[src/cpu_pkg.sv]
package cpu_pkg;

    // operation codes held in bits 5:0 of the instruction word
    typedef enum logic [5:0] {
        OP_NOP    = 6'd0,
        OP_ADD    = 6'd1,
        OP_SUB    = 6'd2,
        OP_AND    = 6'd3,
        OP_OR     = 6'd4,
        OP_XOR    = 6'd5,
        OP_LOADI  = 6'd6,
        OP_LOAD   = 6'd7,
        OP_STORE  = 6'd8,
        OP_CMP    = 6'd9,
        OP_JUMP   = 6'd10,
        OP_BRANCH = 6'd11
    } opcode_e;

    typedef enum logic [1:0] {
        FETCH     = 2'd0,
        EXECUTE   = 2'd1,
        WRITEBACK = 2'd2
    } state_e;

    // one instruction word, msb first
    typedef struct packed {
        logic [15:0] value;
        logic        high;
        logic [2:0]  dest;
        logic [2:0]  src_b;
        logic [2:0]  src_a;
        opcode_e     opcode;
    } instr_t;

    typedef struct packed {
        logic [31:0] address;
        logic [31:0] wdata;
        logic        write;
    } mem_req_t;

    // target is already the next pc, taken or not
    typedef struct packed {
        logic [31:0] result;
        logic        flag;
        logic        take_jump;
        logic [31:0] target;
    } alu_out_t;

endpackage

[src/reg_file.sv]
`timescale 1ns/1ps

module reg_file (
    input  logic        clock,
    input  logic        rst,
    input  logic [2:0]  read_a,
    input  logic [2:0]  read_b,
    input  logic [2:0]  flag_sel_a,
    input  logic        reg_write,
    input  logic        flag_write,
    input  logic [2:0]  write_sel,
    input  logic [31:0] write_data,
    input  logic        write_flag,
    output logic [31:0] data_a,
    output logic [31:0] data_b,
    output logic        flag_a
);

    logic [31:0] regs [8];
    logic        flags [8];

    // combinational read ports
    assign data_a = regs[read_a];
    assign data_b = regs[read_b];
    assign flag_a = flags[flag_sel_a];

    always_ff @(posedge clock)
    begin
        if (rst)
        begin
            for (int i = 0; i < 8; i++)
            begin
                regs[i]  <= '0;
                flags[i] <= 1'b0;
            end
        end
        else
        begin
            if (reg_write)
            begin
                regs[write_sel] <= write_data;
            end
            // flag shares the destination index with the register
            if (flag_write)
            begin
                flags[write_sel] <= write_flag;
            end
        end
    end

endmodule

[src/alu.sv]
`timescale 1ns/1ps

module alu (
    input  cpu_pkg::instr_t   instr,
    input  logic [31:0]       data_a,
    input  logic [31:0]       data_b,
    input  logic [31:0]       dest_value,
    input  logic              flag_a,
    input  logic [31:0]       pc,
    output cpu_pkg::alu_out_t out
);

    logic [31:0] imm;
    logic        is_logic_op;

    assign imm = {16'b0, instr.value};

    assign is_logic_op = instr.opcode inside {cpu_pkg::OP_ADD, cpu_pkg::OP_SUB,
                                              cpu_pkg::OP_AND, cpu_pkg::OP_OR,
                                              cpu_pkg::OP_XOR};

    always_comb
    begin
        out.result    = '0;
        out.flag      = 1'b0;
        out.take_jump = 1'b0;
        case (instr.opcode)
            cpu_pkg::OP_ADD:    out.result = data_a + data_b;
            cpu_pkg::OP_SUB:    out.result = data_a - data_b;
            cpu_pkg::OP_AND:    out.result = data_a & data_b;
            cpu_pkg::OP_OR:     out.result = data_a | data_b;
            cpu_pkg::OP_XOR:    out.result = data_a ^ data_b;
            cpu_pkg::OP_LOADI:
            begin
                // high half keeps the low half of the destination
                if (instr.high)
                begin
                    out.result = {instr.value, dest_value[15:0]};
                end
                else
                begin
                    out.result = imm;
                end
            end
            cpu_pkg::OP_CMP:    out.flag = (data_a == data_b);
            cpu_pkg::OP_JUMP:   out.take_jump = 1'b1;
            cpu_pkg::OP_BRANCH: out.take_jump = flag_a;
            default:            out.result = '0;
        endcase

        if (is_logic_op)
        begin
            out.flag = (out.result == 32'd0);
        end

        out.target = out.take_jump ? imm : pc + 32'd1;
    end

endmodule

[src/sequencer.sv]
`timescale 1ns/1ps

module sequencer (
    input  logic             clock,
    input  logic             rst,
    input  logic [31:0]      rdata,
    input  logic             take_jump,
    input  logic [31:0]      target,
    output cpu_pkg::state_e  state,
    output logic [31:0]      pc,
    output cpu_pkg::instr_t  instr
);

    always_ff @(posedge clock)
    begin
        if (rst)
        begin
            state <= cpu_pkg::FETCH;
            pc    <= '0;
            instr <= '0;
        end
        else
        begin
            case (state)
                cpu_pkg::FETCH:
                begin
                    instr <= cpu_pkg::instr_t'(rdata);
                    state <= cpu_pkg::EXECUTE;
                end
                cpu_pkg::EXECUTE:
                begin
                    state <= cpu_pkg::WRITEBACK;
                end
                cpu_pkg::WRITEBACK:
                begin
                    // sequential step unless a jump or taken branch
                    if (take_jump)
                    begin
                        pc <= target;
                    end
                    else
                    begin
                        pc <= pc + 32'd1;
                    end
                    state <= cpu_pkg::FETCH;
                end
                default:
                begin
                    state <= cpu_pkg::FETCH;
                end
            endcase
        end
    end

    a_state_legal: assert property (
        @(posedge clock) disable iff (rst)
        state inside {cpu_pkg::FETCH, cpu_pkg::EXECUTE, cpu_pkg::WRITEBACK}
    );

    // pc holds through fetch and execute
    a_pc_only_in_writeback: assert property (
        @(posedge clock) disable iff (rst)
        (state != cpu_pkg::WRITEBACK) |=> $stable(pc)
    );

endmodule

[src/cpu_core.sv]
`timescale 1ns/1ps

module cpu_core (
    input  logic               clock,
    input  logic               rst,
    input  logic [31:0]        rdata,
    output cpu_pkg::mem_req_t  mem_req
);

    cpu_pkg::state_e   state;
    cpu_pkg::instr_t   instr;
    cpu_pkg::alu_out_t alu_out;
    logic [31:0]       pc;
    logic [31:0]       data_a;
    logic [31:0]       data_b;
    logic              flag_a;
    logic [2:0]        read_b_sel;
    logic              reg_write;
    logic              flag_write;
    logic [31:0]       write_data;
    logic [31:0]       load_reg;
    logic              is_mem_op;

    sequencer u_sequencer (
        .clock     (clock),
        .rst       (rst),
        .rdata     (rdata),
        .take_jump (alu_out.take_jump),
        .target    (alu_out.target),
        .state     (state),
        .pc        (pc),
        .instr     (instr)
    );

    // loadi high reads its own destination through port b
    assign read_b_sel = (instr.opcode == cpu_pkg::OP_LOADI) ? instr.dest : instr.src_b;

    reg_file u_reg_file (
        .clock      (clock),
        .rst        (rst),
        .read_a     (instr.src_a),
        .read_b     (read_b_sel),
        .flag_sel_a (instr.src_a),
        .reg_write  (reg_write),
        .flag_write (flag_write),
        .write_sel  (instr.dest),
        .write_data (write_data),
        .write_flag (alu_out.flag),
        .data_a     (data_a),
        .data_b     (data_b),
        .flag_a     (flag_a)
    );

    alu u_alu (
        .instr      (instr),
        .data_a     (data_a),
        .data_b     (data_b),
        .dest_value (data_b),
        .flag_a     (flag_a),
        .pc         (pc),
        .out        (alu_out)
    );

    assign reg_write = (state == cpu_pkg::WRITEBACK) &&
                       (instr.opcode inside {cpu_pkg::OP_ADD, cpu_pkg::OP_SUB,
                                             cpu_pkg::OP_AND, cpu_pkg::OP_OR,
                                             cpu_pkg::OP_XOR, cpu_pkg::OP_LOADI,
                                             cpu_pkg::OP_LOAD});

    assign flag_write = (state == cpu_pkg::WRITEBACK) &&
                        (instr.opcode inside {cpu_pkg::OP_ADD, cpu_pkg::OP_SUB,
                                              cpu_pkg::OP_AND, cpu_pkg::OP_OR,
                                              cpu_pkg::OP_XOR, cpu_pkg::OP_CMP});

    assign write_data = (instr.opcode == cpu_pkg::OP_LOAD) ? load_reg : alu_out.result;

    // memory word for load is captured in execute, written back next cycle
    always_ff @(posedge clock)
    begin
        if (state == cpu_pkg::EXECUTE && instr.opcode == cpu_pkg::OP_LOAD)
        begin
            load_reg <= rdata;
        end
    end

    assign is_mem_op = (state == cpu_pkg::EXECUTE) &&
                       (instr.opcode inside {cpu_pkg::OP_LOAD, cpu_pkg::OP_STORE});

    assign mem_req.address = is_mem_op ? {16'b0, instr.value} : pc;
    assign mem_req.wdata   = data_a;
    assign mem_req.write   = (state == cpu_pkg::EXECUTE) &&
                             (instr.opcode == cpu_pkg::OP_STORE);

    // a store always follows the fetch of a store word directly
    a_write_only_store: assert property (
        @(posedge clock) disable iff (rst)
        mem_req.write |-> ($past(state) == cpu_pkg::FETCH) &&
                          ($past(rdata[5:0]) == cpu_pkg::OP_STORE)
    );

endmodule

[config.mk]
export PLATFORM = sky130hd
export DESIGN_NAME = cpu_core
export DESIGN_NICKNAME = d
export VERILOG_FILES = /design/src/cpu_pkg.sv /design/src/reg_file.sv /design/src/alu.sv /design/src/sequencer.sv /design/src/cpu_core.sv
export SDC_FILE = /design/constraint.sdc
export NUM_CORES = 1
export LEC_CHECK = 0
export BUFFER_PORTS_ARGS = -buffer_cell sky130_fd_sc_hd__buf_2
export CAP_MARGIN = 20
export CORE_UTILIZATION = 55
export CTS_BUF_LIST = sky130_fd_sc_hd__clkbuf_8
export CTS_CLUSTER_DIAMETER = 50
export CTS_CLUSTER_SIZE = 30
export DETAILED_ROUTE_END_ITERATION = 6
export PLACE_DENSITY = 0.81
export SLEW_MARGIN = 40
export SYNTH_ARGS = -nofsm -noshare
export SYNTH_HDL_FRONTEND = slang
export SYNTH_HIERARCHICAL = 1
export SYNTH_SLANG_ARGS = --single-unit
[constraint.sdc]
create_clock -name clock -period 6.3 [get_ports clock]
set_clock_uncertainty 0.05 [all_clocks]
set_input_delay 1.26 -clock clock [delete_from_list [all_inputs] [get_ports clock]]
set_output_delay 1.26 -clock clock [all_outputs]
set_load 0.05 [all_outputs]
# Word-level counts from Yosys, hierarchy flattened
# Memory sizes are Yosys's and may differ from the RTL's. A register that Yosys moved wholly into a read port is not among the register bits.
# Index checks and enable logic that the tools add are counted.
# op_classes
addsub	3
n_eq_ne	14
muxes	28
bitwise_logic	3
reduce_logical	13
# op_table
cell	n
32-bit one-hot mux with 6 select lines	1
32-bit 2-to-1 mux	5
32-bit by 1-bit adder with 32-bit output, second input constant	1
32-bit adder	1
32-bit AND	1
32-bit == test	1
32-bit logical NOT	1
32-bit bitwise OR	1
32-bit OR reduction	1
32-bit subtractor	1
32-bit XOR	1
6-bit by 3-bit == test with 1-bit output, second input constant	4
6-bit by 4-bit == test with 1-bit output, second input constant	4
3-bit 2-to-1 mux	7
1-bit 2-to-1 mux	13
6-bit by 2-bit == test with 1-bit output, second input constant	2
7-bit nonzero test	1
6-bit by 1-bit == test with 1-bit output, second input constant	1
6-bit nonzero test	1
1-bit logical AND	5
5-bit nonzero test	1
2-bit one-hot mux with 2 select lines	1
2-bit by 1-bit == test with 1-bit output, second input constant	1
2-bit == test, second input constant	1
4 further kinds	4
# totals
regBits	98
mem_bits_rw	264
inputBits	34
out_inout_bits	65
elab_cells	72
n_memories	2
# memory_table
memory	depth	word_bits	rd	rd_clocked_by_memory_dff	wr	line	source
u_reg_file.regs	8	32	2	1	8	reg_file.sv:19	logic [31:0] regs [8];
u_reg_file.flags	8	1	1	1	8	reg_file.sv:20	logic flags [8];

# Longest topological paths before layout
# depth
word_depth	8
depth_mapped	23
depth_no_buf	21

# Hierarchy
# Netlist, hierarchy kept.
# modules_own_cells
module	instances	cells_per_inst	area_per_inst_um2	seq_area_each_um2
reg_file	1	879	14078.5	7927.6
alu	1	1059	6730.2	0.0
sequencer	1	435	3268.1	1321.3
cpu_core	1	123	1874.3	960.9

# Worst setup path before layout
# No wires, ideal clock.
# synth_path
path_type	register to register
startpoint	register u_sequencer/instr[5] (netlist name)
endpoint	memory u_reg_file.flags[0] (data pin)
setup_time_ns	0.142
arrival_ns	5.745
required_time_ns	6.108
slack_ns	0.363
stages_incl_launch_ff	24
path_buffers	3
period_less_slack_ns	5.937
cell_sequence	dfxtp_1 nor3_1 nand4b_1 mux2_2 buf_6 buf_6 mux4_1 mux2_2 inv_1 ha_1 clkbuf_1 a21oi_1 o21ai_0 a22oi_1 a21oi_1 a2111o_1 a32o_1 or4_1 nor4_1 nand4b_1 or4_1 o31ai_2 nand4bb_1 nor2_1
# synth_rtl
element	line
to (decl)	reg_file.sv:20

==> flow_metrics.tcl <==
set metrics [dict create \
    period_needed_ns 6.35 \
    maxCapViolations 0 \
    report.final.slew_viol_count 0 \
    netlist_instances 2496 \
    muxShareOfSynthArea_pct 18.5 \
    core_area_um2 46600 \
    synth_edf_count 296 \
    gp_congestion 1.03 \
    crit_start "u_sequencer/instr[0]" \
    synth_compound_area_share_pct 12.8 \
    violations "design-rule violations, negative setup slack" \
    synth_fp_nets 2639 \
    wirelength_um 94000 \
    finalCritPeriodShare_pct 101 \
    cts_hold_buf 0 \
    syn_avg_cell_area_um2 10.4 \
    async_reset_ff_share_pct 0 \
    regMostFlops "u_reg_file/regs" \
    synth_top_family_by_area "multiplexers" \
    largest_register_ffs 256 \
    drc 1 \
    synthXorXnorAreaFrac_pct 1.15 \
    cts_buffer_depth 3 \
    grt_usage_pct 38.4 \
    ys_types 97 \
    worstReg2RegEnd "u_reg_file/flags[7]" \
    ys_ff_latch 362 \
    hold_ws_ns 0.427 \
    hpwl_um 65700 \
    cts_tree "built" \
    start_util_pct 55.7 \
    dieArea_um2 48100 \
    synth-adder-area-share_pct 5.31 \
    tns_ns -0.156 \
    status "complete, but fails checks" \
    grt_max_degree 103 \
    r2r_start "u_sequencer/instr[0]" \
    antenna_found_initial 5 \
    detail-route-antenna-nets 0 \
    max_freq_ghz 0.158 \
    tightest_slew_ns 0.973 \
    clock_latency_ns 0.67 \
    grt_pass1_wl_um 138000 \
    synthSimpleGateAreaFrac_pct 17.1 \
    slew-limit-headroom_pct 35.1 \
    critPathKind "reg2reg" \
    firstDrtPassIters 7 \
    p_per_area_nw_per_um2 257 \
    drt_iter0_drc 3248 \
    fillers 3523 \
    hold_viol 0 \
    synth_flop_cell "edfxtp_1" \
    area_growth_syn_to_layout_pct 17.5 \
    setup_viol 4 \
    rr_worst_depth 25 \
    port-buffer-count 98 \
    ir_drop_mv 0.222 \
    rows 79 \
    ys_seq_area_share_pct 39.3 \
    regToRegSetupSlack_ns -0.05 \
    cts-root-buf "clkbuf_8" \
    pin_count 99 \
    vias 23763 \
    hold_class "reg2reg" \
    cts_buffers 38 \
    htree_levels 2 \
    synth_warnings 6 \
    die_w_um 219 \
    final_util_pct 65.5 \
    grt_overflow 0 \
    cp-start-kind "register" \
    grt_pass1_vias 22593 \
    place_ws_ns -0.542 \
    cp.required_ns 6.76 \
    viasPerCell 6.94 \
    path_clk_slew_ns 0.10 \
    clkSinkCount 362 \
    synthesis.area_um2 26000 \
    die_h_um 219 \
    worstPathMaxFanout 11 \
    worstPathArrival_ns 6.81 \
    end_kind "register" \
    layout-drive-gt1-share_pct 29.4 \
    rsz0062_at_grt "yes" \
    setup_slack_ns -0.0456 \
    fin_nets 2928 \
    wl_per_cell_um 27.4 \
    leakagePower_nw 11.5 \
    crit_end "u_reg_file/flags[7]" \
]
[final cells by class]
cell class	count	area, um^2	area share [%]
multi-input combinational	1794	14800	48.6
sequential	362	10200	33.5
timing repair buffer	448	3300	10.8
tap	607	759	2.49
clock buffer	41	564	1.85
inverter	141	538	1.76
clock inverter	29	303	0.993
antenna	2	5.00	0.0164
[cell usage after synthesis, types with 17 or more instances]
| cell | instances | area share [%] |
|---|---|---|
| nand2b_1 | 20 | 0.48 |
| o21ai_0 | 94 | 1.8 |
| o21bai_1 | 27 | 0.78 |
| buf_2 | 35 | 0.67 |
| xor2_1 | 23 | 0.78 |
| a21oi_1 | 134 | 2.6 |
| dfxtp_1 | 66 | 5.1 |
| ha_1 | 107 | 5.2 |
| nor4_1 | 22 | 0.53 |
| buf_6 | 18 | 0.78 |
| nor2_1 | 155 | 2.2 |
| mux2i_1 | 17 | 0.66 |
| edfxtp_1 | 296 | 34 |
| clkbuf_1 | 123 | 1.8 |
| mux2_2 | 105 | 4.6 |
| nor2b_1 | 18 | 0.43 |
| clkinv_1 | 34 | 0.49 |
| buf_1 | 19 | 0.27 |
| and3_1 | 19 | 0.46 |
| o211ai_1 | 22 | 0.64 |
| inv_1 | 106 | 1.5 |
| nand4_1 | 21 | 0.51 |
| a31oi_1 | 22 | 0.53 |
| a22oi_1 | 20 | 0.58 |
| nand2_1 | 200 | 2.9 |
| nor3_1 | 273 | 5.3 |
| and2_1 | 24 | 0.58 |
| nand3_1 | 47 | 0.91 |
| mux4_2 | 50 | 4.3 |
| a211oi_1 | 20 | 0.58 |
| a21o_1 | 17 | 0.49 |
| mux4_1 | 80 | 8.1 |
[kinds of logic after synthesis]
kind of cell | count (synthesis)
mux | 268
simple gates | 884
fa+ha+maj | 109
flops | 362
compound gates | 499
xor+xnor | 34
buf+inv | 340
[metrics by stage]
| stage | power, mW | cells | instance area [um^2] |
|---|---|---|---|
| 3_3_place_gp | 5.78 | 3328 | 28900 |
| 5_1_grt | 8.09 | 3422 | 30500 |
| 4_1_cts | 7.62 | 3409 | 30100 |
| 3_5_place_dp | 5.84 | 3331 | 28900 |
| 6_report | 7.84 | 3424 | 30500 |
| 2_1_floorplan | 4.51 | 2496 | 26000 |
[how the worst min path moves through the flow]
stage | start | endpoint | slack, ns | depth (start not counted)
after detailed placement | u_sequencer/instr[11] | u_sequencer/instr[11] | 0.41 | 2
after CTS | u_sequencer/instr[9] | u_sequencer/instr[9] | 0.42 | 2
after global placement | u_sequencer/instr[11] | u_sequencer/instr[11] | 0.39 | 2
final | u_sequencer/instr[11] | u_sequencer/instr[11] | 0.43 | 2
after global routing | u_sequencer/instr[9] | u_sequencer/instr[9] | 0.46 | 2
after floorplan | u_sequencer/instr[10] | u_sequencer/instr[10] | 0.38 | 2
[metal layers]
metal / track usage (%) / wire, um
met5: 0 / 23
met4: 18.3 / 4540
met3: 8.40 / 11300
met2: 60.9 / 43100
met1: 50.0 / 35000
[layout by cell type, fill, tap and decap left out, types with 41 or more instances in the layout]
cell type  count
nand3_1       47
o21ai_0       83
ha_1          93
nor2_1       148
buf_2         98
clkbuf_8      41
inv_1        101
edfxtp_1     296
buf_4        324
nor3_1       269
a21oi_1      122
dfxtp_1       62
mux4_2        55
mux4_1        75
mux2_2        96
nand2_1      199
[worst max-delay path, stage by stage, from the launching register on]
cell and delay (ns):
dfxtp_2 0.32, nor3_2 0.19, nand4b_1 0.24, mux2_4 0.44, buf_12 0.15, buf_16 0.13, mux4_1 0.48, mux2_4 0.33
inv_1 0.12, ha_4 0.22, buf_6 0.15, nand4_1 0.12, nor2_1 0.08, a22oi_2 0.18, a21oi_1 0.09, a2111o_1 0.40
a32o_1 0.24, or4_4 0.50, nor4_4 0.38, buf_4 0.17, nand4b_1 0.08, or4_1 0.42, o31ai_2 0.21, buf_4 0.19
nand4b_1 0.18, nor2_1 0.17
[report_power, final]
part	internal, mW	switching (mW)
clock	0.714	1.01
combinational	1.36	1.98
sequential	2.66	0.101
[repair_timing]
item                                    CTS  global route
pin swaps                                24            17
resized for setup                        58            68
setup buffers                             8            13
endpoints found under the hold margin     0             0
endpoints found under the setup margin   16            24
cloned                                    1             0
Power figures use the tool's default switching activity.
